`config.mk`:
```
export PLATFORM = sky130hd
export DESIGN_NAME = riscv_plic_subsys
export DESIGN_NICKNAME = d
export VERILOG_FILES = /design/src/plic_pkg.sv /design/src/reg_bus_if.sv /design/src/plic_axi_adapter.sv /design/src/plic_gateway.sv /design/src/plic_regs.sv /design/src/plic_target.sv /design/src/riscv_plic_subsys.sv
export VERILOG_INCLUDE_DIRS = /design/src /design/src/src
export SDC_FILE = /design/constraint.sdc
export NUM_CORES = 1
export LEC_CHECK = 0
export ABC_AREA = 1
export BUFFER_PORTS_ARGS = -buffer_cell sky130_fd_sc_hd__buf_4
export CORE_UTILIZATION = 50
export DETAILED_ROUTE_END_ITERATION = 10
export PLACE_DENSITY = 0.79
export SYNTH_ARGS = -nofsm -noshare
export SYNTH_HDL_FRONTEND = slang
export SYNTH_SLANG_ARGS = --single-unit
export TNS_END_PERCENT = 5
```
`constraint.sdc`:
```
create_clock -name clk_i -period 7.6 [get_ports clk_i]
set_input_delay 0.38 -clock clk_i [delete_from_list [all_inputs] [get_ports clk_i]]
set_output_delay 0.38 -clock clk_i [all_outputs]
set_load 0.01 [all_outputs]
```
`src/plic_consts.svh`:
```
// interrupt controller sizing and register map, include wherever the PLIC constants are needed
`ifndef PLIC_CONSTS_SVH
`define PLIC_CONSTS_SVH

//////////////////////////////////////////////////
// sizing
//////////////////////////////////////////////////

// source ids run 1..N, id 0 means no interrupt
`define PLIC_NUM_SOURCES 8
`define PLIC_NUM_HARTS 1
// one M and one S context per hart
`define PLIC_NUM_TARGETS (2 * `PLIC_NUM_HARTS)
`define PLIC_PRIO_WIDTH 3

//////////////////////////////////////////////////
// register map
//////////////////////////////////////////////////

`define PLIC_BASE 32'h0c00_0000
// priority of source n sits at 4*n
`define PLIC_PENDING_OFS 32'h0000_1000
`define PLIC_ENABLE_OFS 32'h0000_2000
`define PLIC_ENABLE_STRIDE 32'h0000_0080
// threshold at the context base, claim/complete 4 bytes above
`define PLIC_CTX_OFS 32'h0020_0000
`define PLIC_CTX_STRIDE 32'h0000_1000

`endif

```
`src/plic_pkg.sv`:
```
// shared interrupt types, imported by the PLIC modules that pass priorities and source ids
`default_nettype none

`include "plic_consts.svh"

package plic_pkg;

  // one priority level, 0 never interrupts
  typedef logic [`PLIC_PRIO_WIDTH-1:0] prio_t;

  // wide enough for 0..NUM_SOURCES
  typedef logic [$clog2(`PLIC_NUM_SOURCES + 1)-1:0] src_id_t;

  // indexed by source id, bit 0 does not exist
  typedef logic [`PLIC_NUM_SOURCES:1] src_vec_t;

  // priority per source, indexed by source id
  typedef prio_t [`PLIC_NUM_SOURCES:1] prio_arr_t;

endpackage

`default_nettype wire

```
`src/reg_bus_if.sv`:
```
// 32-bit register bus between the AXI-lite adapter and the PLIC register file
`timescale 1ns/1ps
`default_nettype none

interface reg_bus_if;

  // access happens in every cycle with valid high
  logic        valid;
  logic        write;
  // byte offset from the PLIC base
  logic [31:0] addr;
  logic [31:0] wdata;
  // combinational answer from the register file
  logic [31:0] rdata;

  modport adapter (
    output valid, write, addr, wdata,
    input  rdata
  );

  modport regs (
    input  valid, write, addr, wdata,
    output rdata
  );

endinterface

`default_nettype wire

```
`src/plic_axi_adapter.sv`:
```
// AXI-lite slave in front of the PLIC, turns 64-bit accesses into two 32-bit register accesses
`timescale 1ns/1ps
`default_nettype none

`include "plic_consts.svh"

module plic_axi_adapter (
  input  logic        clk_i,
  input  logic        rst_ni,
  // write address
  input  logic        aw_valid_i,
  output logic        aw_ready_o,
  input  logic [31:0] aw_addr_i,
  input  logic [2:0]  aw_size_i,
  // write data
  input  logic        w_valid_i,
  output logic        w_ready_o,
  input  logic [63:0] w_data_i,
  input  logic [7:0]  w_strb_i,
  // write response
  output logic        b_valid_o,
  input  logic        b_ready_i,
  // read address
  input  logic        ar_valid_i,
  output logic        ar_ready_o,
  input  logic [31:0] ar_addr_i,
  input  logic [2:0]  ar_size_i,
  // read data
  output logic        r_valid_o,
  input  logic        r_ready_i,
  output logic [63:0] r_data_o,
  reg_bus_if.adapter  bus
);

  localparam logic [2:0] SizeDword = 3'b011;

  typedef enum logic [2:0] {Idle, WriteSecond, ReadSecond, WriteResp, ReadResp} state_e;

  state_e      state_d, state_q;
  logic        idle;
  logic        wr_acc, rd_acc;
  logic [31:0] waddr, raddr;
  logic [31:0] addr_q;
  logic [31:0] wdata_hi_q;
  logic        strb_hi_q;
  logic [31:0] rword_q;

  // offsets relative to the PLIC base
  assign waddr = aw_addr_i - `PLIC_BASE;
  assign raddr = ar_addr_i - `PLIC_BASE;

  // aw and w always come together, write wins
  assign idle   = (state_q == Idle);
  assign wr_acc = idle && aw_valid_i && w_valid_i;
  assign rd_acc = idle && ar_valid_i && !wr_acc;

  assign aw_ready_o = idle;
  assign w_ready_o  = idle;
  assign ar_ready_o = idle;

  assign b_valid_o = (state_q == WriteSecond) || (state_q == WriteResp);
  assign r_valid_o = (state_q == ReadSecond) || (state_q == ReadResp);
  // high word comes straight from the register file on the handshake
  assign r_data_o  = {bus.rdata, rword_q};

  //////////////////////////////////////////////////
  // access sequencing
  //////////////////////////////////////////////////

  always_comb begin : p_fsm
    state_d   = state_q;
    bus.valid = 1'b0;
    bus.write = 1'b0;
    // second access of a 64-bit transfer by default
    bus.addr  = addr_q + 32'h4;
    bus.wdata = wdata_hi_q;
    unique case (state_q)
      Idle: begin
        if (wr_acc) begin
          bus.valid = |w_strb_i[3:0];
          bus.write = 1'b1;
          bus.addr  = waddr;
          bus.wdata = w_data_i[31:0];
          state_d   = (aw_size_i == SizeDword) ? WriteSecond : WriteResp;
        end else if (rd_acc) begin
          bus.valid = 1'b1;
          bus.addr  = raddr;
          state_d   = (ar_size_i == SizeDword) ? ReadSecond : ReadResp;
        end
      end
      // high word only once the response is taken
      WriteSecond: begin
        if (b_ready_i) begin
          bus.valid = strb_hi_q;
          bus.write = 1'b1;
          state_d   = Idle;
        end
      end
      ReadSecond: begin
        if (r_ready_i) begin
          bus.valid = 1'b1;
          state_d   = Idle;
        end
      end
      WriteResp: begin
        if (b_ready_i) begin
          state_d = Idle;
        end
      end
      ReadResp: begin
        if (r_ready_i) begin
          state_d = Idle;
        end
      end
      default: state_d = Idle;
    endcase
  end

  always_ff @(posedge clk_i or negedge rst_ni) begin : p_state
    if (!rst_ni) begin
      state_q <= Idle;
    end else begin
      state_q <= state_d;
    end
  end

  // transfer payload
  always_ff @(posedge clk_i) begin : p_payload
    if (wr_acc) begin
      addr_q     <= waddr;
      wdata_hi_q <= w_data_i[63:32];
      strb_hi_q  <= |w_strb_i[7:4];
    end else if (rd_acc) begin
      addr_q  <= raddr;
      rword_q <= bus.rdata;
    end
  end

  //////////////////////////////////////////////////
  // checks
  //////////////////////////////////////////////////

  a_one_response: assert property (@(posedge clk_i) disable iff (!rst_ni)
    !(r_valid_o && b_valid_o));

  // a stalled 32-bit response must not touch the registers
  a_no_access_in_resp: assert property (@(posedge clk_i) disable iff (!rst_ni)
    (state_q == WriteResp || state_q == ReadResp) |-> !bus.valid);

endmodule

`default_nettype wire

```
`src/plic_gateway.sv`:
```
// per-source interrupt gateway, turns level or edge inputs into pending bits for the targets
`timescale 1ns/1ps
`default_nettype none

`include "plic_consts.svh"

module plic_gateway import plic_pkg::*; (
  input  logic     clk_i,
  input  logic     rst_ni,
  input  src_vec_t irq_sources_i,
  // 1 selects edge capture
  input  src_vec_t irq_le_i,
  input  logic     claim_valid_i,
  input  src_id_t  claim_id_i,
  input  logic     complete_valid_i,
  input  src_id_t  complete_id_i,
  output src_vec_t pending_o
);

  src_vec_t src_q;
  src_vec_t pending_q, in_service_q;
  src_vec_t claim_vec, complete_vec;
  src_vec_t set_vec;

  // decode claim and complete ids into one-hot vectors
  always_comb begin : p_decode
    for (int k = 1; k <= `PLIC_NUM_SOURCES; k++) begin
      claim_vec[k]    = claim_valid_i && (claim_id_i == src_id_t'(k));
      complete_vec[k] = complete_valid_i && (complete_id_i == src_id_t'(k));
    end
  end

  // level while high, edge on rising input, neither while in service
  assign set_vec = ~in_service_q &
                   ((irq_sources_i & ~irq_le_i) | (irq_sources_i & ~src_q & irq_le_i));

  always_ff @(posedge clk_i or negedge rst_ni) begin : p_gateway
    if (!rst_ni) begin
      src_q        <= '0;
      pending_q    <= '0;
      in_service_q <= '0;
    end else begin
      src_q        <= irq_sources_i;
      // claim beats a new request in the same cycle
      pending_q    <= (pending_q | set_vec) & ~claim_vec;
      in_service_q <= (in_service_q | claim_vec) & ~complete_vec;
    end
  end

  assign pending_o = pending_q;

  a_pend_xor_service: assert property (@(posedge clk_i) disable iff (!rst_ni)
    (pending_q & in_service_q) == '0);

endmodule

`default_nettype wire

```
`src/plic_regs.sv`:
```
// PLIC register file, decodes register-bus offsets and raises claim and complete pulses
`timescale 1ns/1ps
`default_nettype none

`include "plic_consts.svh"

module plic_regs import plic_pkg::*; (
  input  logic                             clk_i,
  input  logic                             rst_ni,
  reg_bus_if.regs                          bus,
  input  src_vec_t                         pending_i,
  input  src_id_t  [`PLIC_NUM_TARGETS-1:0] best_id_i,
  output prio_arr_t                        prio_o,
  output src_vec_t [`PLIC_NUM_TARGETS-1:0] enable_o,
  output prio_t    [`PLIC_NUM_TARGETS-1:0] threshold_o,
  output logic                             claim_valid_o,
  output src_id_t                          claim_id_o,
  output logic                             complete_valid_o,
  output src_id_t                          complete_id_o
);

  localparam int unsigned NumSrc = `PLIC_NUM_SOURCES;
  localparam int unsigned NumTgt = `PLIC_NUM_TARGETS;
  localparam int unsigned PrioW  = `PLIC_PRIO_WIDTH;

  prio_arr_t                prio_q;
  src_vec_t  [NumTgt-1:0]   enable_q;
  prio_t     [NumTgt-1:0]   threshold_q;
  logic                     wr, rd;

  function automatic logic [31:0] enable_ofs(int unsigned t);
    return `PLIC_ENABLE_OFS + `PLIC_ENABLE_STRIDE * t;
  endfunction

  // threshold of context t, claim/complete sits 4 above
  function automatic logic [31:0] ctx_ofs(int unsigned t);
    return `PLIC_CTX_OFS + `PLIC_CTX_STRIDE * t;
  endfunction

  assign wr = bus.valid && bus.write;
  assign rd = bus.valid && !bus.write;

  //////////////////////////////////////////////////
  // configuration registers
  //////////////////////////////////////////////////

  always_ff @(posedge clk_i or negedge rst_ni) begin : p_cfg
    if (!rst_ni) begin
      prio_q      <= '0;
      enable_q    <= '0;
      threshold_q <= '0;
    end else if (wr) begin
      for (int unsigned n = 1; n <= NumSrc; n++) begin
        if (bus.addr == 32'(4 * n)) begin
          prio_q[n] <= bus.wdata[PrioW-1:0];
        end
      end
      for (int unsigned t = 0; t < NumTgt; t++) begin
        if (bus.addr == enable_ofs(t)) begin
          enable_q[t] <= bus.wdata[NumSrc:1];
        end
        if (bus.addr == ctx_ofs(t)) begin
          threshold_q[t] <= bus.wdata[PrioW-1:0];
        end
      end
    end
  end

  //////////////////////////////////////////////////
  // read mux and claim/complete
  //////////////////////////////////////////////////

  always_comb begin : p_read
    bus.rdata        = '0;
    claim_valid_o    = 1'b0;
    claim_id_o       = '0;
    complete_valid_o = 1'b0;
    complete_id_o    = bus.wdata[$bits(src_id_t)-1:0];
    for (int unsigned n = 1; n <= NumSrc; n++) begin
      if (bus.addr == 32'(4 * n)) begin
        bus.rdata = 32'(prio_q[n]);
      end
    end
    // bit k of the pending word is source k
    if (bus.addr == `PLIC_PENDING_OFS) begin
      bus.rdata = 32'({pending_i, 1'b0});
    end
    for (int unsigned t = 0; t < NumTgt; t++) begin
      if (bus.addr == enable_ofs(t)) begin
        bus.rdata = 32'({enable_q[t], 1'b0});
      end
      if (bus.addr == ctx_ofs(t)) begin
        bus.rdata = 32'(threshold_q[t]);
      end
      if (bus.addr == ctx_ofs(t) + 32'h4) begin
        bus.rdata = 32'(best_id_i[t]);
        // a read claims, a write completes
        if (rd && best_id_i[t] != '0) begin
          claim_valid_o = 1'b1;
          claim_id_o    = best_id_i[t];
        end
        if (wr) begin
          complete_valid_o = 1'b1;
        end
      end
    end
  end

  assign prio_o      = prio_q;
  assign enable_o    = enable_q;
  assign threshold_o = threshold_q;

  a_claim_in_range: assert property (@(posedge clk_i) disable iff (!rst_ni)
    claim_valid_o |-> (claim_id_o <= src_id_t'(NumSrc)));

endmodule

`default_nettype wire

```
`src/plic_target.sv`:
```
// priority selector for one interrupt context, drives its irq line and the id a claim returns
`timescale 1ns/1ps
`default_nettype none

`include "plic_consts.svh"

module plic_target import plic_pkg::*; (
  input  src_vec_t  pending_i,
  input  src_vec_t  enable_i,
  input  prio_arr_t prio_i,
  input  prio_t     threshold_i,
  output logic      irq_o,
  // 0 when nothing qualifies
  output src_id_t   best_id_o
);

  prio_t   best_prio;
  src_id_t best_id;

  // strictly greater keeps the lowest id on a tie,
  // and starting at 0 drops priority-0 sources
  always_comb begin : p_select
    best_prio = '0;
    best_id   = '0;
    for (int k = 1; k <= `PLIC_NUM_SOURCES; k++) begin
      if (pending_i[k] && enable_i[k] && (prio_i[k] > best_prio)) begin
        best_prio = prio_i[k];
        best_id   = src_id_t'(k);
      end
    end
  end

  assign irq_o     = (best_prio > threshold_i);
  assign best_id_o = best_id;

endmodule

`default_nettype wire

```
`src/riscv_plic_subsys.sv`:
```
// PLIC subsystem top, AXI-lite slave ports in and one interrupt line per hart context out
`timescale 1ns/1ps
`default_nettype none

`include "plic_consts.svh"

module riscv_plic_subsys import plic_pkg::*; (
  input  logic                         clk_i,
  input  logic                         rst_ni,
  input  logic                         aw_valid_i,
  output logic                         aw_ready_o,
  input  logic [31:0]                  aw_addr_i,
  input  logic [2:0]                   aw_size_i,
  input  logic                         w_valid_i,
  output logic                         w_ready_o,
  input  logic [63:0]                  w_data_i,
  input  logic [7:0]                   w_strb_i,
  output logic                         b_valid_o,
  input  logic                         b_ready_i,
  input  logic                         ar_valid_i,
  output logic                         ar_ready_o,
  input  logic [31:0]                  ar_addr_i,
  input  logic [2:0]                   ar_size_i,
  output logic                         r_valid_o,
  input  logic                         r_ready_i,
  output logic [63:0]                  r_data_o,
  input  src_vec_t                     irq_sources_i,
  // 1 means edge
  input  src_vec_t                     irq_le_i,
  // 2h is M context of hart h, 2h+1 its S context
  output logic [`PLIC_NUM_TARGETS-1:0] irq_o
);

  localparam int unsigned NumTgt = `PLIC_NUM_TARGETS;

  src_vec_t              pending;
  prio_arr_t             prio;
  src_vec_t [NumTgt-1:0] enable;
  prio_t    [NumTgt-1:0] threshold;
  src_id_t  [NumTgt-1:0] best_id;
  logic                  claim_valid, complete_valid;
  src_id_t               claim_id, complete_id;

  reg_bus_if reg_bus ();

  //////////////////////////////////////////////////
  // bus side
  //////////////////////////////////////////////////

  plic_axi_adapter u_axi_adapter (
    .clk_i      (clk_i),
    .rst_ni     (rst_ni),
    .aw_valid_i (aw_valid_i),
    .aw_ready_o (aw_ready_o),
    .aw_addr_i  (aw_addr_i),
    .aw_size_i  (aw_size_i),
    .w_valid_i  (w_valid_i),
    .w_ready_o  (w_ready_o),
    .w_data_i   (w_data_i),
    .w_strb_i   (w_strb_i),
    .b_valid_o  (b_valid_o),
    .b_ready_i  (b_ready_i),
    .ar_valid_i (ar_valid_i),
    .ar_ready_o (ar_ready_o),
    .ar_addr_i  (ar_addr_i),
    .ar_size_i  (ar_size_i),
    .r_valid_o  (r_valid_o),
    .r_ready_i  (r_ready_i),
    .r_data_o   (r_data_o),
    .bus        (reg_bus.adapter)
  );

  plic_regs u_regs (
    .clk_i            (clk_i),
    .rst_ni           (rst_ni),
    .bus              (reg_bus.regs),
    .pending_i        (pending),
    .best_id_i        (best_id),
    .prio_o           (prio),
    .enable_o         (enable),
    .threshold_o      (threshold),
    .claim_valid_o    (claim_valid),
    .claim_id_o       (claim_id),
    .complete_valid_o (complete_valid),
    .complete_id_o    (complete_id)
  );

  //////////////////////////////////////////////////
  // interrupt side
  //////////////////////////////////////////////////

  plic_gateway u_gateway (
    .clk_i            (clk_i),
    .rst_ni           (rst_ni),
    .irq_sources_i    (irq_sources_i),
    .irq_le_i         (irq_le_i),
    .claim_valid_i    (claim_valid),
    .claim_id_i       (claim_id),
    .complete_valid_i (complete_valid),
    .complete_id_i    (complete_id),
    .pending_o        (pending)
  );

  for (genvar t = 0; t < NumTgt; t++) begin : g_target
    plic_target u_target (
      .pending_i   (pending),
      .enable_i    (enable[t]),
      .prio_i      (prio),
      .threshold_i (threshold[t]),
      .irq_o       (irq_o[t]),
      .best_id_o   (best_id[t])
    );
  end

endmodule

`default_nettype wire

```
==> results of run 1 <==
==> metrics by stage <==
step | instances | worst slack, ns | cell area [um2] | hold slack (ns)
after floorplan | 1326 | -0.444 | 9840 | 0.0844
after global placement | 1721 | -0.729 | 11400 | 0.470
after detailed placement | 1721 | -1.17 | 11400 | 0.482
after CTS | 1776 | -1.17 | 12400 | 0.0577
after global routing | 1786 | -1.87 | 12600 | 0.0562
final | 1787 | -1.37 | 12600 | 0.0598
==> where the power goes <==
group / switching [mW] / internal (mW) / total [mW]
sequential: 0.0686 / 0.816 / 0.885
clock: 0.353 / 0.449 / 0.802
combinational: 0.506 / 0.244 / 0.749
==> routing by layer <==
| layer | up-vias | share of wire | GRT usage |
|---|---|---|---|
| li1 | 4712 | - | - |
| met1 | 4398 | 0.42 | 0.392 |
| met2 | 483 | 0.46 | 0.479 |
| met3 | 81 | 0.089 | 0.0598 |
| met4 | 0 | 0.035 | 0.139 |
| met5 | - | 0 | 0 |
==> sequential cells by signal, summed over array words and instances (netlist names) <==
register / cells
u_axi_adapter.addr_q: 32
u_regs.enable_o: 16
u_axi_adapter.strb_hi_q: 1
u_regs.prio_o: 24
u_axi_adapter.state_q: 3
u_gateway.in_service_q: 8
u_axi_adapter.rword_q: 9
u_gateway.pending_o: 8
u_gateway.src_q: 8
u_regs.threshold_o: 6
u_axi_adapter.wdata_hi_q: 9
==> layout make-up <==
type | instances | share of cell area
diodes | 1 | 0.000199
inverters | 172 | 0.0520
clock inverters | 14 | 0.00944
clock buffers | 18 | 0.0358
multi-input cells | 961 | 0.455
repair buffers | 263 | 0.158
flip-flops and latches | 124 | 0.267
well taps | 234 | 0.0232
==> placed cells by master, fill, tap and decap left out, drive strengths merged, types with 2 or more instances in the layout <==
| master | Yosys | final |
|---|---|---|
| a211oi | 4 | 4 |
| a21oi | 45 | 45 |
| a31oi | 10 | 10 |
| buf | 60 | 263 |
| clkbuf | 9 | 18 |
| clkinv | 3 | 4 |
| conb | 1 | 46 |
| dfrtp | 73 | 73 |
| edfxtp | 51 | 51 |
| ha | 44 | 44 |
| inv | 169 | 181 |
| mux2 | 3 | 3 |
| mux2i | 2 | 2 |
| nand2 | 352 | 352 |
| nand3 | 79 | 79 |
| nand3b | 5 | 5 |
| nand4 | 36 | 36 |
| nor2 | 83 | 83 |
| nor3 | 29 | 29 |
| nor3b | 3 | 3 |
| nor4 | 8 | 8 |
| o211ai | 7 | 7 |
| o21ai | 145 | 145 |
| o21bai | 4 | 4 |
| o221ai | 4 | 4 |
| o22ai | 2 | 2 |
| o31ai | 2 | 2 |
| o32ai | 2 | 2 |
| or2 | 4 | 4 |
| xnor2 | 13 | 13 |
| xor2 | 20 | 20 |
==> critical path, delay by kind of cell, from the launching register on <==
kind	cells	cell delay, ns
simple gates	22	2.49
buf+inv	9	1.19
flops	1	0.39
fa+ha+maj	8	2.20
compound gates	17	1.87
==> worst paths after layout <==
kind,startpoint,to,depth (start not counted)
hold / removal,irq_sources_i[4],u_gateway.src_q[4],1
hold reg to reg,u_regs.prio_o[12],u_regs.prio_o[12],2
max in group asynchronous,rst_ni,u_axi_adapter.state_q[0],1
setup reg to reg,u_regs.prio_o[1],u_gateway.in_service_q[1],64
min in group asynchronous,rst_ni,u_regs.prio_o[10],1
setup / recovery,u_regs.prio_o[1],irq_o[1],56
==> cell families (layout without fill, tap and decap cells) <==
| logic type | count (synthesis) | in the layout | share of synthesized area |
|---|---|---|---|
| AND/OR/NAND/NOR | 600 | 600 | 0.302 |
| buffers and inverters | 241 | 467 | 0.117 |
| AO/OA/AOI/OAI | 233 | 233 | 0.136 |
| flip-flops | 124 | 124 | 0.351 |
| adder cells (fa/ha/maj) | 44 | 44 | 0.0575 |
| XOR/XNOR | 33 | 33 | 0.0302 |
| multiplexers | 5 | 5 | 0.00562 |
| other | 1 | 47 | 0.000391 |
==> what timing repair did <==
item	in CTS	in global routing
pin swaps	61	44
hold endpoints to repair	0	0
setup endpoints to repair	26	26
gates resized for setup	59	40
setup buffers	23	10
==> results_dict.tcl, run 1 <==
set metrics [dict create \
    vias_per_cell 5.41 \
    slew_violations 0 \
    synth_area_leaders "dfrtp_1 (19%), edfxtp_1 (16%), nand2_1 (13%)" \
    cts.sinks 124 \
    finalSetupViolCount 26 \
    grt_pass1_vias 9217 \
    slowest_delay_ns 0.39 \
    core.rowCount 50 \
    start_util 0.510 \
    fin_ws_ns -1.37 \
    synth.most_common_cell "nand2_1" \
    fp.dieW_um 140 \
    rsz0062_at_grt "yes" \
    end_kind "output port" \
    crit_required_ns 7.22 \
    syn_inst 1281 \
    post-route-util 0.671 \
    placeableCoreArea_um2 18800 \
    drt_pass1_iterations 5 \
    numCtsBuffers 17 \
    antenna_found_initial 1 \
    grt_max_degree 77 \
    numPortBuffers 143 \
    io_pins 236 \
    p_leak_nw 6.16 \
    grt_pass1_wl_um 45800 \
    fin_crit_ns 8.97 \
    drt-initial-drc-count 831 \
    synth-main-ff-cell "dfrtp_1" \
    drc 0 \
    setup_tns_ns -26.21 \
    fin_skew_ns 0.0107 \
    cts_tree "done" \
    cap_violations 0 \
    synth_commonest_cells "nand2_1 (323), inv_1 (144), o21ai_0 (130)" \
    finalPower_mw 2.44 \
    synth_top_area_frac 0.191 \
    overflow 0 \
    synth-seq-area-share 0.351 \
    root_buffer "clkbuf_16" \
    synth.ff_latch_count 124 \
    fmax_ghz 0.111 \
    clock_latency_ns 0.43 \
    drive_gt1_frac 0.313 \
    fin_nets 1748 \
    cp_max_fo 8 \
    ff2ff_setup_slack_ns -1.19 \
    syn_area_um2 9580 \
    peakVddDrop_mv 0.299 \
    maxSlewHeadroom 0.328 \
    synthArstFlopShare 0.589 \
    multiInputGateArea_um2 5730 \
    worst_pin_slew_ns 1.01 \
    ctsHoldBuffers 0 \
    globalplace.congestion 0.964 \
    violations "setup timing" \
    dp_hpwl_um 21800 \
    n_fill_cell 1531 \
    htree_num_levels 4 \
    synth.distinct_cells 63 \
    regArea_um2 3360 \
    clk_pin_slew_ns 0.07 \
    hold_viol_final 0 \
    power.density_nw_per_um2 193 \
    criticalPathCategory "reg -> out" \
    synth_edf_count 51 \
    syn2layout_area_growth_pct 31.5 \
    ys_warn_count 0 \
    hold_class "in -> reg" \
    finalCritPeriodShare 1.18 \
    cpMaxStageDelayCell "dfrtp_1" \
    dieArea_um2 19700 \
    status "finished with violations" \
    cts_buffer_depth 2 \
    num_vias 9674 \
    worst_setup_path_start_kind "flop" \
    avgSynthCellArea_um2 7.48 \
    arrival_ns 8.59 \
    antenna_left 0 \
    wl_per_cell_um 16.3 \
    global_route.usage.total 0.300 \
    die_h_um 140 \
    wl_um 29100 \
    yosys.area.top_type "dfrtp_1" \
]
(Power assumes the default switching activity.)
==> run 2: changes to the inputs <==
--- a/config.mk
+++ b/config.mk
@@ -8,9 +8,11 @@
 export LEC_CHECK = 0
 export ABC_AREA = 1
 export BUFFER_PORTS_ARGS = -buffer_cell sky130_fd_sc_hd__buf_4
+export CORE_ASPECT_RATIO = 0.8
 export CORE_UTILIZATION = 50
 export DETAILED_ROUTE_END_ITERATION = 10
 export PLACE_DENSITY = 0.79
+export SKIP_LAST_GASP = 1
 export SYNTH_ARGS = -nofsm -noshare
 export SYNTH_HDL_FRONTEND = slang
 export SYNTH_SLANG_ARGS = --single-unit
==> results_dict.tcl, run 2 (same netlist as run 1, synthesis figures left out) <==
set metrics [dict create \
    status "finished with violations" \
    violations "setup timing" \
    wl_um 31900 \
    final_cell_mix "nand2_1 (297), buf_4 (273), inv_1 (133)" \
    cpMostUsedCell "nand2_2" \
    global_route.usage.total 0.322 \
    grt_pass1_wl_um 48700 \
    start_util 0.519 \
    hold_class "in -> reg" \
    worst_setup_path_start_kind "flop" \
    n_fill_cell 1432 \
    drc 0 \
    power.density_nw_per_um2 193 \
    cpMaxStageDelayCell "dfrtp_1" \
    r2r_end "u_gateway.in_service_q[0]" \
    drt_pass1_iterations 5 \
    criticalPathCategory "reg -> out" \
    maxSlewHeadroom 0.344 \
    fin_skew_ns 0.0133 \
    setup_tns_ns -25.72 \
    dieArea_um2 19700 \
    cts.sinks 124 \
    ff2ff_setup_slack_ns -1.16 \
    r2r-start "u_regs.prio_o[1]" \
    wl_per_cell_um 17.5 \
    layout_commonest_cell "nand2_1" \
    fin_nets 1765 \
    dp_hpwl_um 23300 \
    numPortBuffers 143 \
    p_leak_nw 6.27 \
    rsz0062_at_grt "yes" \
    n_antenna_cell 0 \
    vias_per_cell 5.55 \
    largest_register_ffs 32 \
    cts_buffer_depth 2 \
    num_vias 10117 \
    slew_violations 0 \
    grt_max_degree 77 \
    cap_violations 0 \
    grt_pass1_vias 9433 \
    cp_max_fo 8 \
    fin_cells 1822 \
    arrival_ns 8.49 \
    worst_pin_slew_ns 0.984 \
    min_to "u_gateway.src_q[3]" \
    cts_tree "done" \
    placeableCoreArea_um2 18400 \
    finalCritPeriodShare 1.17 \
    fin_crit_ns 8.87 \
    slowest_delay_ns 0.38 \
    clk_pin_slew_ns 0.06 \
    final_area_um2 13000 \
    peakVddDrop_mv 0.312 \
    crit_required_ns 7.22 \
    hold_depth 1 \
    antenna_found_initial 0 \
    io_pins 236 \
    clock_latency_ns 0.44 \
    drt-initial-drc-count 1171 \
    dpl_cell_area_um2 11400 \
    overflow 0 \
    drive_gt1_frac 0.338 \
    fmax_ghz 0.113 \
    r2r_cells 62 \
    finalPower_mw 2.51 \
    antenna_left 0 \
    globalplace.congestion 0.981 \
    die_h_um 126 \
    fin_ws_ns -1.27 \
    numPlacedInstances 1743 \
    end_kind "output port" \
    hp-start "irq_sources_i[3]" \
    numCtsBuffers 17 \
    core.rowCount 44 \
    htree_num_levels 4 \
    syn2layout_area_growth_pct 35.8 \
    hold_viol_final 0 \
    root_buffer "clkbuf_16" \
    regMostFlops "u_axi_adapter.addr_q" \
    finalSetupViolCount 26 \
    fp.dieW_um 157 \
]
==> run 2: cell count changes in the layout (fill, tap and decap cells not counted), sizes merged <==
cell,change
buf,+17
bufinv,+1
clkbuf,+3
diode,-1
inv,-4
==> run 2: critical path, delay by kind of cell (launching register included) <==
kind	cells	cell delay, ns
adders and majority gates	8	2.28
AOI/OAI and AO/OA	16	1.82
and+or+nand+nor	20	1.79
buffers and inverters	13	1.77
DFF	1	0.38
==> run 2: layout make-up <==
cell class                      count  area (um2)  area share
Timing Repair Buffer              280        2140       0.164
Clock buffer                       21         503      0.0387
Clock inverter                     11         113     0.00865
Tap cell                          253         317      0.0243
Inverter                          172         662      0.0509
Multi-Input combinational cell    961        5920       0.455
Sequential cell                   124        3360       0.258
==> run 2: repair_timing <==
action,4_1_cts,5_1_grt
endpoints found under the setup margin,26,26
setup buffers,35,12
pin swaps,56,54
resized for setup,84,67
hold buffers,0,0
==> run 2: metrics by stage <==
step / setup WS (ns) / utilization / hold slack [ns]
2_1_floorplan: -0.444 / - / 0.0844
3_3_place_gp: -0.942 / 0.621 / 0.469
3_5_place_dp: -1.28 / 0.621 / 0.474
4_1_cts: -0.871 / 0.685 / 0.0536
5_1_grt: -1.71 / 0.706 / 0.0506
6_report: -1.27 / 0.706 / 0.0589
==> run 2: per-layer routing <==
metal,track usage,up-vias,routed length (um)
met1,0.443,4679,13200
met2,0.492,593,14400
met3,0.0822,94,3420
met5,0,-,0
met4,0.103,0,920
li1,-,4751,-
==> run 2: worst max-delay path by stage <==
stage | startpoint | endpoint
after floorplan | u_regs.prio_o[2] | u_gateway.in_service_q[1]
after global placement | u_regs.enable_o[0] | r_data_o[35]
after detailed placement | u_regs.enable_o[0] | r_data_o[35]
after CTS | u_regs.prio_o[1] | irq_o[0]
after global routing | u_regs.prio_o[0] | irq_o[1]
final | u_regs.prio_o[1] | irq_o[1]
==> run 2: report_power, final <==
group          internal, mW  switching (mW)
Clock                 0.514           0.339
Sequential            0.817          0.0712
Combinational         0.244           0.521
